## config.mk

```make
export PLATFORM = sky130hd
export DESIGN_NAME = gat_score_top
export DESIGN_NICKNAME = d
export VERILOG_FILES = /design/src/gat_pkg.sv /design/src/gat_coef_regs.sv /design/src/gat_dot_product.sv /design/src/gat_score_combine.sv /design/src/gat_score_top.sv
export VERILOG_INCLUDE_DIRS = /design/src
export SDC_FILE = /design/constraint.sdc
export NUM_CORES = 2
export LEC_CHECK = 0
export BUFFER_PORTS_ARGS = -buffer_cell sky130_fd_sc_hd__buf_4
export CAP_MARGIN = 20
export CORE_UTILIZATION = 30
export CTS_CLUSTER_DIAMETER = 120
export DETAILED_ROUTE_END_ITERATION = 7
export PLACE_DENSITY = 0.5
export SYNTH_ARGS = -nofsm -noshare
export SYNTH_HDL_FRONTEND = slang
export SYNTH_SLANG_ARGS = --single-unit
```

## constraint.sdc

```tcl
create_clock -name clk -period 4.82 [get_ports clk]
set_input_delay 0.964 -clock clk [delete_from_list [all_inputs] [get_ports clk]]
set_output_delay 0.964 -clock clk [all_outputs]
set_load 0.05 [all_outputs]
```

## src/gat_config.svh

```systemverilog
// GAT score stage sizes
`ifndef GAT_CONFIG_SVH
`define GAT_CONFIG_SVH

// ======================================================================
// Node vector and coefficients
// ======================================================================
`define GAT_NUM_FEATURE      4
`define GAT_DATA_WIDTH       8
`define GAT_MAX_NODES        8

// Coefficient address, upper bit picks the neighbor half
`define GAT_COEF_ADDR_WIDTH  3

// ======================================================================
// Arithmetic widths
// ======================================================================
`define GAT_PROD_WIDTH       16
// Four products summed
`define GAT_DOT_WIDTH        18
// Source dot plus neighbor dot
`define GAT_SCORE_WIDTH      19

`define GAT_NODE_IDX_WIDTH   3

// Negative slope of one quarter
`define GAT_LRELU_SHIFT      2

`endif

```

## src/gat_pkg.sv

```systemverilog
// GAT score stage types
`include "gat_config.svh"

package gat_pkg;

  // ======================================================================
  // Feature words
  // ======================================================================
  typedef logic signed [`GAT_DATA_WIDTH-1:0] feat_t;

  // Wh vectors and both attention halves
  typedef feat_t [`GAT_NUM_FEATURE-1:0] feat_vec_t;

  typedef struct packed {
    feat_vec_t wh;
    logic      first;
    logic      last;
  } node_in_t;

  // Addresses 0..3 source half, 4..7 neighbor half
  typedef struct packed {
    logic [`GAT_COEF_ADDR_WIDTH-1:0] addr;
    logic signed [`GAT_DATA_WIDTH-1:0] data;
  } coef_wr_t;

  // ======================================================================
  // Results
  // ======================================================================
  typedef logic signed [`GAT_DOT_WIDTH-1:0] dot_t;

  typedef struct packed {
    logic signed [`GAT_SCORE_WIDTH-1:0] score;
    logic [`GAT_NODE_IDX_WIDTH-1:0]     node_idx;
    logic                               last;
  } score_out_t;

  typedef struct packed {
    logic signed [`GAT_SCORE_WIDTH-1:0] max_score;
    logic [`GAT_NODE_IDX_WIDTH-1:0]     node_cnt_m1;
  } subgraph_sum_t;

endpackage

```

## src/gat_coef_regs.sv

```systemverilog
// Attention vector register file
`include "gat_config.svh"

module gat_coef_regs (
  input  logic               clk,
  input  logic               rst_n,

  input  logic               coef_wr_valid,
  input  gat_pkg::coef_wr_t  coef_wr,

  output gat_pkg::feat_vec_t a_src,
  output gat_pkg::feat_vec_t a_nbr
);

  localparam int HALF_IDX_W = `GAT_COEF_ADDR_WIDTH - 1;

  logic                  sel_nbr;
  logic [HALF_IDX_W-1:0] half_idx;
  gat_pkg::feat_vec_t    a_src_q;
  gat_pkg::feat_vec_t    a_nbr_q;

  // Split address into half select and word index
  assign sel_nbr  = coef_wr.addr[`GAT_COEF_ADDR_WIDTH-1];
  assign half_idx = coef_wr.addr[HALF_IDX_W-1:0];

  // ======================================================================
  // Coefficient storage
  // ======================================================================
  always_ff @(posedge clk) begin
    if (!rst_n) begin
      a_src_q <= '0;
      a_nbr_q <= '0;
    end else if (coef_wr_valid) begin
      if (sel_nbr) begin
        a_nbr_q[half_idx] <= coef_wr.data;
      end else begin
        a_src_q[half_idx] <= coef_wr.data;
      end
    end
  end

  // Seen by nodes from the cycle after the write
  assign a_src = a_src_q;
  assign a_nbr = a_nbr_q;

endmodule

```

## src/gat_dot_product.sv

```systemverilog
// Pipelined dot product for one attention half
`include "gat_config.svh"

module gat_dot_product (
  input  logic               clk,
  input  logic               rst_n,

  input  logic               in_valid,
  input  gat_pkg::node_in_t  in_node,
  input  gat_pkg::feat_vec_t coef,

  output logic               out_valid,
  output gat_pkg::dot_t      out_dot,
  output logic               out_first,
  output logic               out_last
);

  logic signed [`GAT_PROD_WIDTH-1:0] prod_q [`GAT_NUM_FEATURE];
  logic                              prod_valid_q;
  logic                              prod_first_q;
  logic                              prod_last_q;
  gat_pkg::dot_t                     prod_sum;

  // ======================================================================
  // Stage 1: element products
  // ======================================================================
  always_ff @(posedge clk) begin
    if (!rst_n) begin
      prod_valid_q <= 1'b0;
    end else begin
      prod_valid_q <= in_valid;
    end
  end

  always_ff @(posedge clk) begin
    if (in_valid) begin
      for (int i = 0; i < `GAT_NUM_FEATURE; i++) begin
        prod_q[i] <= $signed(in_node.wh[i]) * $signed(coef[i]);
      end
      prod_first_q <= in_node.first;
      prod_last_q  <= in_node.last;
    end
  end

  // ======================================================================
  // Stage 2: adder tree
  // ======================================================================
  // Products sign-extend to the dot width before summing
  always_comb begin
    prod_sum = '0;
    for (int i = 0; i < `GAT_NUM_FEATURE; i++) begin
      prod_sum = prod_sum + prod_q[i];
    end
  end

  always_ff @(posedge clk) begin
    if (!rst_n) begin
      out_valid <= 1'b0;
    end else begin
      out_valid <= prod_valid_q;
    end
  end

  always_ff @(posedge clk) begin
    if (prod_valid_q) begin
      out_dot   <= prod_sum;
      out_first <= prod_first_q;
      out_last  <= prod_last_q;
    end
  end

endmodule

```

## src/gat_score_combine.sv

```systemverilog
// Score sum, LeakyReLU and subgraph summary
`include "gat_config.svh"

module gat_score_combine (
  input  logic                   clk,
  input  logic                   rst_n,

  input  logic                   src_valid,
  input  gat_pkg::dot_t          src_dot,
  input  logic                   nbr_valid,
  input  gat_pkg::dot_t          nbr_dot,
  input  logic                   first,
  input  logic                   last,

  output logic                   score_valid,
  output gat_pkg::score_out_t    score_out,
  output logic                   sum_valid,
  output gat_pkg::subgraph_sum_t subgraph_sum
);

  logic                               node_valid;
  gat_pkg::dot_t                      src_dot_q;
  gat_pkg::dot_t                      src_term;
  logic signed [`GAT_SCORE_WIDTH-1:0] score_raw;
  logic signed [`GAT_SCORE_WIDTH-1:0] score_lrelu;
  logic signed [`GAT_SCORE_WIDTH-1:0] max_q;
  logic signed [`GAT_SCORE_WIDTH-1:0] cur_max;
  logic [`GAT_NODE_IDX_WIDTH-1:0]     idx_q;
  logic [`GAT_NODE_IDX_WIDTH-1:0]     cur_idx;

  // Both halves run in lockstep
  assign node_valid = src_valid & nbr_valid;

  // ======================================================================
  // Source term and score
  // ======================================================================
  // First node supplies the source term directly
  assign src_term = first ? src_dot : src_dot_q;

  always_ff @(posedge clk) begin
    if (node_valid && first) begin
      src_dot_q <= src_dot;
    end
  end

  assign score_raw   = src_term + nbr_dot;
  // Arithmetic shift rounds odd negatives down
  assign score_lrelu = score_raw[`GAT_SCORE_WIDTH-1] ?
                       (score_raw >>> `GAT_LRELU_SHIFT) : score_raw;

  // ======================================================================
  // Node index and running maximum
  // ======================================================================
  assign cur_idx = first ? '0 : idx_q;
  assign cur_max = (first || (score_lrelu > max_q)) ? score_lrelu : max_q;

  always_ff @(posedge clk) begin
    if (!rst_n) begin
      idx_q <= '0;
      max_q <= '0;
    end else if (node_valid) begin
      idx_q <= cur_idx + 1'b1;
      max_q <= cur_max;
    end
  end

  // ======================================================================
  // Output registers
  // ======================================================================
  always_ff @(posedge clk) begin
    if (!rst_n) begin
      score_valid <= 1'b0;
      sum_valid   <= 1'b0;
    end else begin
      score_valid <= node_valid;
      sum_valid   <= node_valid & last;
    end
  end

  always_ff @(posedge clk) begin
    if (node_valid) begin
      score_out.score    <= score_lrelu;
      score_out.node_idx <= cur_idx;
      score_out.last     <= last;
    end
    // Summary only moves on the closing node
    if (node_valid && last) begin
      subgraph_sum.max_score   <= cur_max;
      subgraph_sum.node_cnt_m1 <= cur_idx;
    end
  end

endmodule

```

## src/gat_score_top.sv

```systemverilog
// GAT attention score core
module gat_score_top (
  input  logic                   clk,
  input  logic                   rst_n,

  input  logic                   coef_wr_valid,
  input  gat_pkg::coef_wr_t      coef_wr,

  input  logic                   node_valid,
  input  gat_pkg::node_in_t      node_in,

  output logic                   score_valid,
  output gat_pkg::score_out_t    score_out,
  output logic                   sum_valid,
  output gat_pkg::subgraph_sum_t subgraph_sum
);

  gat_pkg::feat_vec_t a_src;
  gat_pkg::feat_vec_t a_nbr;

  logic               src_valid;
  gat_pkg::dot_t      src_dot;
  logic               src_first;
  logic               src_last;
  logic               nbr_valid;
  gat_pkg::dot_t      nbr_dot;

  // ======================================================================
  // Attention vector
  // ======================================================================
  gat_coef_regs u_coef_regs (
    .clk           (clk),
    .rst_n         (rst_n),
    .coef_wr_valid (coef_wr_valid),
    .coef_wr       (coef_wr),
    .a_src         (a_src),
    .a_nbr         (a_nbr)
  );

  // ======================================================================
  // Dot products, latency 2
  // ======================================================================
  gat_dot_product u_dot_src (
    .clk       (clk),
    .rst_n     (rst_n),
    .in_valid  (node_valid),
    .in_node   (node_in),
    .coef      (a_src),
    .out_valid (src_valid),
    .out_dot   (src_dot),
    .out_first (src_first),
    .out_last  (src_last)
  );

  // Flags taken from the source side
  gat_dot_product u_dot_nbr (
    .clk       (clk),
    .rst_n     (rst_n),
    .in_valid  (node_valid),
    .in_node   (node_in),
    .coef      (a_nbr),
    .out_valid (nbr_valid),
    .out_dot   (nbr_dot),
    .out_first (),
    .out_last  ()
  );

  gat_score_combine u_combine (
    .clk          (clk),
    .rst_n        (rst_n),
    .src_valid    (src_valid),
    .src_dot      (src_dot),
    .nbr_valid    (nbr_valid),
    .nbr_dot      (nbr_dot),
    .first        (src_first),
    .last         (src_last),
    .score_valid  (score_valid),
    .score_out    (score_out),
    .sum_valid    (sum_valid),
    .subgraph_sum (subgraph_sum)
  );

endmodule

```

### Yosys cells after proc, flatten, opt, wreduce, memory -nomap -nowiden

Memory sizes are Yosys's and may differ from the RTL's.
Index checks and enable logic that the tools add are counted.
Widths: inputs -> output; s select.

| storage, ports and cells | value |
|---|---|
| register bits | 193 |
| latch bits | 0 |
| RAM bits | 128 |
| bits in read-only memories | 0 |
| output and inout bits | 47 |
| memories kept | 2 |

| operators by class | value |
|---|---|
| $add $sub $neg | 8 |
| $mul | 8 |
| divide/modulo/power cells | 0 |
| order comparisons | 3 |
| equal/unequal tests | 0 |
| shift-type cells | 0 |
| multiplexer cells | 10 |
| bitwise gates (word level) | 2 |
| reduce and logical (&&, ||, !) cells | 6 |

Memories:

| name | depth | bits a word | read ports | clocked after Yosys merged registers in | wr ports | line | text |
|---|---|---|---|---|---|---|---|
| u_dot_nbr.prod_q | 4 | 16 | 4 | 0 | 4 | gat_dot_product.sv:18 | `` logic signed [`GAT_PROD_WIDTH-1:0] prod_q [`GAT_NUM_FEATURE]; `` |
| u_dot_src.prod_q | 4 | 16 | 4 | 0 | 4 | gat_dot_product.sv:18 |  |

Operators by type and width:

| cell | number |
|---|---|
| $mul 8x8->16 | 8 |
| $bwmux 32 | 2 |
| $mux 19 | 2 |
| $add 17x16->18 | 2 |
| $add 18x16->18 | 2 |
| $add 16x16->17 | 2 |
| $add 18x18->19 | 1 |
| $gt 19x19->1 | 1 |
| $mux 18 | 1 |
| $demux 8 s2 | 1 |
| $mux 8 | 1 |
| $reduce_and 2->1 | 2 |
| $add 3x1->3 const B | 1 |
| $logic_and 1x1->1 | 3 |
| $lt 2x3->1 const B | 1 |
| $mux 3 | 1 |
| $ge 2x1->1 const B | 1 |
| $mux 1 | 2 |
| $and 1x1->1 | 1 |
| $logic_or 1x1->1 | 1 |
| $not 1->1 | 1 |

### Logic depth before layout (Yosys ltp)

| depth | value |
|---|---|
| depth after elaboration | 6 |
| depth in mapped cells | 26 |
| mapped depth without buffers | 22 |

### Hierarchy

A second synthesis with hierarchy kept.

| unflattened totals | value |
|---|---|
| cells, all modules | 3393 |
| area, all modules | 35735.5 µm² |

By module, submodules not included:

| module | instances | cells an instance | area an instance (µm²) | seq. area each (µm²) |
|---|---|---|---|---|
| gat_dot_product (u_dot_nbr) | 1 | 1361 | 14129.8 | 2622.5 |
| gat_dot_product (u_dot_src) | 1 | 1345 | 14036.0 | 2622.5 |
| gat_score_combine | 1 | 464 | 5183.7 | 2372.3 |
| gat_coef_regs | 1 | 223 | 2386.0 | 1281.2 |

### Worst setup path after synthesis

No wires, ideal clock.

| timing | value |
|---|---|
| kind | register to register |
| from | register u_dot_src.out_first |
| to | register u_combine.subgraph_sum[10] (netlist name) |
| library setup time | 260 ps |
| arrival time | 4998 ps |
| data required time | 4560 ps |
| path slack | -438 ps |
| cell stages (with the launch flop) | 25 |
| period minus slack after synthesis | 5258 ps |
| cell sequence | edfxtp_1 -> clkbuf_1 -> clkbuf_1 -> mux2_2 -> ha_1 -> inv_1 -> fa_1 -> nand2b_1 -> a21o_1 -> a31oi_2 -> o221a_4 -> o21ai_2 -> nand2_4 -> inv_4 -> buf_6 -> mux2_4 -> ha_1 -> nand4_1 -> a211oi_1 -> o31ai_1 -> a21o_1 -> a31oi_1 -> buf_2 -> buf_2 -> mux2_2 |

| on the way | value |
|---|---|
| word-level cells in the longest chain between the ends | 6 |

Ends and longest elaborated chain:

| what | line | text |
|---|---|---|
| from (decl) | gat_dot_product.sv:14 | `output logic out_first,` |
| from (signal assigned) | gat_dot_product.sv:67 | `out_first <= prod_first_q;` |
| $mux 18 | gat_score_combine.sv:38 | `assign src_term = first ? src_dot : src_dot_q;` |
| $add 18x18->19 | gat_score_combine.sv:46 | `assign score_raw = src_term + nbr_dot;` |
| $mux 19 | gat_score_combine.sv:48 | `` assign score_lrelu = score_raw[`GAT_SCORE_WIDTH-1] ? `` |
| net u_combine.score_lrelu[18] | gat_score_combine.sv:25 | `` logic signed [`GAT_SCORE_WIDTH-1:0] score_lrelu; `` |
| $gt 19x19->1 | gat_score_combine.sv:55 | `assign cur_max = (first \|\| (score_lrelu > max_q)) ? score_lrelu : max_q;` |
| $logic_or 1x1->1 | gat_score_combine.sv:55 |  |
| $mux 19 | gat_score_combine.sv:55 |  |
| net u_combine.cur_max[7] | gat_score_combine.sv:27 | `` logic signed [`GAT_SCORE_WIDTH-1:0] cur_max; `` |

The timed path passes the listed nets, and every way through them passes these cells.
A chain may end at the register's enable or synchronous reset.

### Final worst setup path

| timing | value |
|---|---|
| from | register u_dot_src.out_first |
| to | register u_combine.subgraph_sum[17] (netlist name) |

| on the way | value |
|---|---|
| word-level cells in the longest chain between the ends | 6 |

Ends and longest elaborated chain:

| what | line |
|---|---|
| $mux 18 | gat_score_combine.sv:38 |
| $add 18x18->19 | gat_score_combine.sv:46 |
| $mux 19 | gat_score_combine.sv:48 |
| net u_combine.score_lrelu[17] | gat_score_combine.sv:25 |
| $gt 19x19->1 | gat_score_combine.sv:55 |
| $logic_or 1x1->1 | gat_score_combine.sv:55 |
| $mux 19 | gat_score_combine.sv:55 |
| net u_combine.cur_max[14] | gat_score_combine.sv:27 |

The timed path passes the listed nets, and every way through them passes these cells.

==> results_dict.tcl <==
set metrics [dict create \
    status "finished with violations" \
    violations "design-rule violations, negative setup slack" \
    grt_pass1_wl_um 141000 \
    fillerInstances 11500 \
    p_int_mw 8.61 \
    die_area_mm2 0.117 \
    final_cells 5384 \
    max_cap_violations 0 \
    grt_overflow 0 \
    wl_um 86900 \
    pin_count 96 \
    ir_drop_mv 0.310 \
    place_congestion 0.814 \
    multi_input_area_mm2 0.0239 \
    setup_tns_ns -0.993 \
    switching_share 0.361 \
    cts_tree "yes" \
    ant_nets 0 \
    placed_cells 5290 \
    dpl.hpwl_um 71600 \
    drive_gt1_frac 0.184 \
    rsz0062_at_grt "yes" \
    syn_nets 4245 \
    synth.avg_cell_area_um2 10.2 \
    timing.final.crit_share 1.02 \
    nNetsFinal 4703 \
    clockRootBuffer "clkbuf_16" \
    cp.arrival_ns 5.24 \
    yosys_warnings 0 \
    start_util 0.303 \
    area_delta_synth_final_pct 21.6 \
    clock_skew_ns 0.0163 \
    drt_iter0_markers 1102 \
    cts_max_level 2 \
    ys_seq_area_frac 0.253 \
    synth_cells 3385 \
    port_buffers 95 \
    synth_area_mm2 0.0346 \
    die_w_um 341 \
    antenna_found_initial 1 \
    path_max_fanout 7 \
    clk_pin_slew_ns 0.06 \
    dp_slack_ns -0.435 \
    fin_ws_ns -0.109 \
    synth_edf_count 231 \
    die_h_um 341 \
    hold_ws_ns 0.423 \
    synthDistinctLibCells 74 \
    numCtsBuffers 39 \
    async_reset_ff_frac 0 \
    seqPwrFrac 0.280 \
    drc_errors 1 \
    fin_util 0.368 \
    grt_max_degree 72 \
    tightestPinTransition_ns 1.10 \
    crit_type "flip-flop to flip-flop" \
    rrSetupSlack_ns -0.11 \
    cts_hold_buf 0 \
    relSlewSlack 0.268 \
    power_frac_clock 0.221 \
    synthFlopType "edfxtp_1" \
    cellPowerDensity_mw_per_mm2 321 \
    route.vias.total 23700 \
    grt_use_total 0.154 \
    core_mm2 0.114 \
    layout_min_cycle_time_ns 4.93 \
    setup_viol 24 \
    netSwitchingPower_mw 4.86 \
    core.rowCount 124 \
    drv_slew 0 \
    max_freq_mhz 203 \
    clk_path_buf_depth 3 \
    cp-end-kind "flip-flop" \
    worst_ep_required_time_ns 5.13 \
    grt_pass1_vias 25300 \
    power_frac_comb 0.499 \
    critPathLaunchType "flip-flop" \
    synth-seq-cells 321 \
    first_pass_iters 7 \
    clk_latency_ns 0.57 \
    hold_violations 0 \
    leakage_nw 18.4 \
    regArea_mm2 0.00874 \
    diodes 0 \
    cts.sinks 321 \
    wire_per_inst_um 16.1 \
    min_path_type "flip-flop to flip-flop" \
    routed_via_density 4.41 \
]
cells in the mapped netlist, types with 12 or more instances:
master / number / area share
inv_1: 614 / 0.067
nor3_1: 36 / 0.0052
nand2b_1: 68 / 0.012
nand2_1: 336 / 0.037
xor2_1: 19 / 0.0048
o311a_1: 15 / 0.0043
dfxtp_1: 90 / 0.052
nand3_1: 36 / 0.0052
mux2_2: 41 / 0.013
a21o_1: 18 / 0.0039
o21ai_1: 30 / 0.0043
nor2_1: 118 / 0.013
edfxtp_1: 231 / 0.20
ha_1: 304 / 0.11
and3_1: 14 / 0.0025
clkbuf_1: 67 / 0.0073
o21ai_0: 46 / 0.0067
nor2b_1: 32 / 0.0058
a21oi_1: 132 / 0.019
xnor2_1: 135 / 0.034
or3_1: 12 / 0.0022
a21boi_1: 13 / 0.0028
and2_1: 322 / 0.058
fa_1: 507 / 0.29
per-layer routing:
metal | track usage | share of wire | vias to the layer above
li1 | - | - | 11700
met1 | 0.206 | 0.46 | 11600
met2 | 0.264 | 0.48 | 325
met3 | 0.0214 | 0.037 | 93
met4 | 0.0358 | 0.022 | 0
met5 | 0 | 0 | -
path summary, 6_finish.rpt:
| path | depth (start not counted) | start | end |
|---|---|---|---|
| hold / removal | 0 | u_dot_src.prod_last_q$_DFFE_PP_ | u_dot_src.out_last$_DFFE_PP_ |
| hold reg to reg | 0 | u_dot_src.prod_last_q$_DFFE_PP_ | u_dot_src.out_last$_DFFE_PP_ |
| setup / recovery | 20 | u_dot_src.out_first$_DFFE_PP_ | u_combine.subgraph_sum[17]$_DFFE_PP_ |
| setup reg to reg | 20 | u_dot_src.out_first$_DFFE_PP_ | u_combine.subgraph_sum[17]$_DFFE_PP_ |
kinds of logic after synthesis:
logic type | count (synthesis) | synth area share
compound gates | 351 | 0.0647
xor+xnor | 154 | 0.0390
fa+ha+maj | 811 | 0.404
buf+inv | 700 | 0.0768
flops | 321 | 0.253
mux | 51 | 0.0167
simple gates | 997 | 0.146
state kept, by name, summed over array words and instances (netlist names):
signal,count
u_dot_nbr.prod_q,64
u_dot_src.prod_q,64
u_coef_regs.a_nbr,32
u_coef_regs.a_src,32
u_combine.score_out,23
u_combine.subgraph_sum,22
u_combine.max_q,19
u_combine.src_dot_q,18
u_dot_nbr.out_dot,18
u_dot_src.out_dot,18
u_combine.idx_q,3
u_combine.score_valid,1
u_combine.sum_valid,1
u_dot_nbr.out_valid,1
u_dot_nbr.prod_valid_q,1
u_dot_src.out_first,1
u_dot_src.out_last,1
u_dot_src.prod_first_q,1
u_dot_src.prod_last_q,1
power by group through the flow:
| stage | sequential [mW] | combinational (mW) | clock (mW) |
|---|---|---|---|
| floorplan | 3.89 | 3.53 | 0 |
| global placement | 3.82 | 5.72 | 0 |
| detailed placement | 3.82 | 5.75 | 0 |
| CTS | 3.78 | 6.38 | 3.07 |
| global route | 3.81 | 7.42 | 3.18 |
| finish | 3.77 | 6.72 | 2.98 |
layout make-up:
cell class	count	area share
clock buffer	49	0.0248
timing repair buffer	500	0.0935
sequential	321	0.208
tap	1512	0.0450
multi-input combinational	2364	0.568
timing repair inverter	1	0.000209
inverter	616	0.0552
clock inverter	21	0.00512
cells in the final DEF (no fill, tap or decap), drive strengths merged, types with 4 or more instances in the layout:
master,instances
or3,12
clkinv,9
o31ai,8
a211oi,11
ha,304
nand3,36
o311ai,5
nor2,118
a21oi,132
o211ai,10
nand4,6
o311a,15
a21boi,17
o21ai,77
nor3,37
o21a,9
edfxtp,231
a311oi,4
xor2,19
o41ai,4
clkbuf,49
inv,623
a31oi,8
and2,322
nand2,337
nand2b,68
or2,5
dfxtp,90
buf,499
a211o,4
fa,507
o31a,4
nor2b,32
a21o,18
and3,15
mux2i,6
mux2,45
xnor2,135
what timing repair did:
action / in CTS / in global routing
cloned: 4 / 0
endpoints found under the hold margin: 0 / 0
buffers inserted: 13 / 12
gates resized for setup: 49 / 81
endpoints found under the setup margin: 27 / 41
pin swaps: 26 / 35
critical path: stages (launching register included):
cell	delay [ns]
edfxtp_1	0.44
buf_6	0.17
buf_6	0.13
buf_8	0.13
mux2_4	0.31
ha_4	0.22
a21o_1	0.16
and2_4	0.16
or4_4	0.49
o22ai_4	0.17
xor2_1	0.21
nand2_1	0.16
ha_4	0.30
nand4_1	0.23
a211oi_2	0.26
a211oi_2	0.06
a21o_1	0.22
a31oi_4	0.28
buf_6	0.17
buf_8	0.12
mux2_4	0.30
per-stage QoR:
stage	total power, mW	area [um2]
after floorplan	7.42	34900
after global placement	9.54	40000
after detailed placement	9.58	40000
after CTS	13.2	41600
after global routing	14.4	42000
final	13.5	42000
Note: power is estimated with default switching activity, not from simulation.
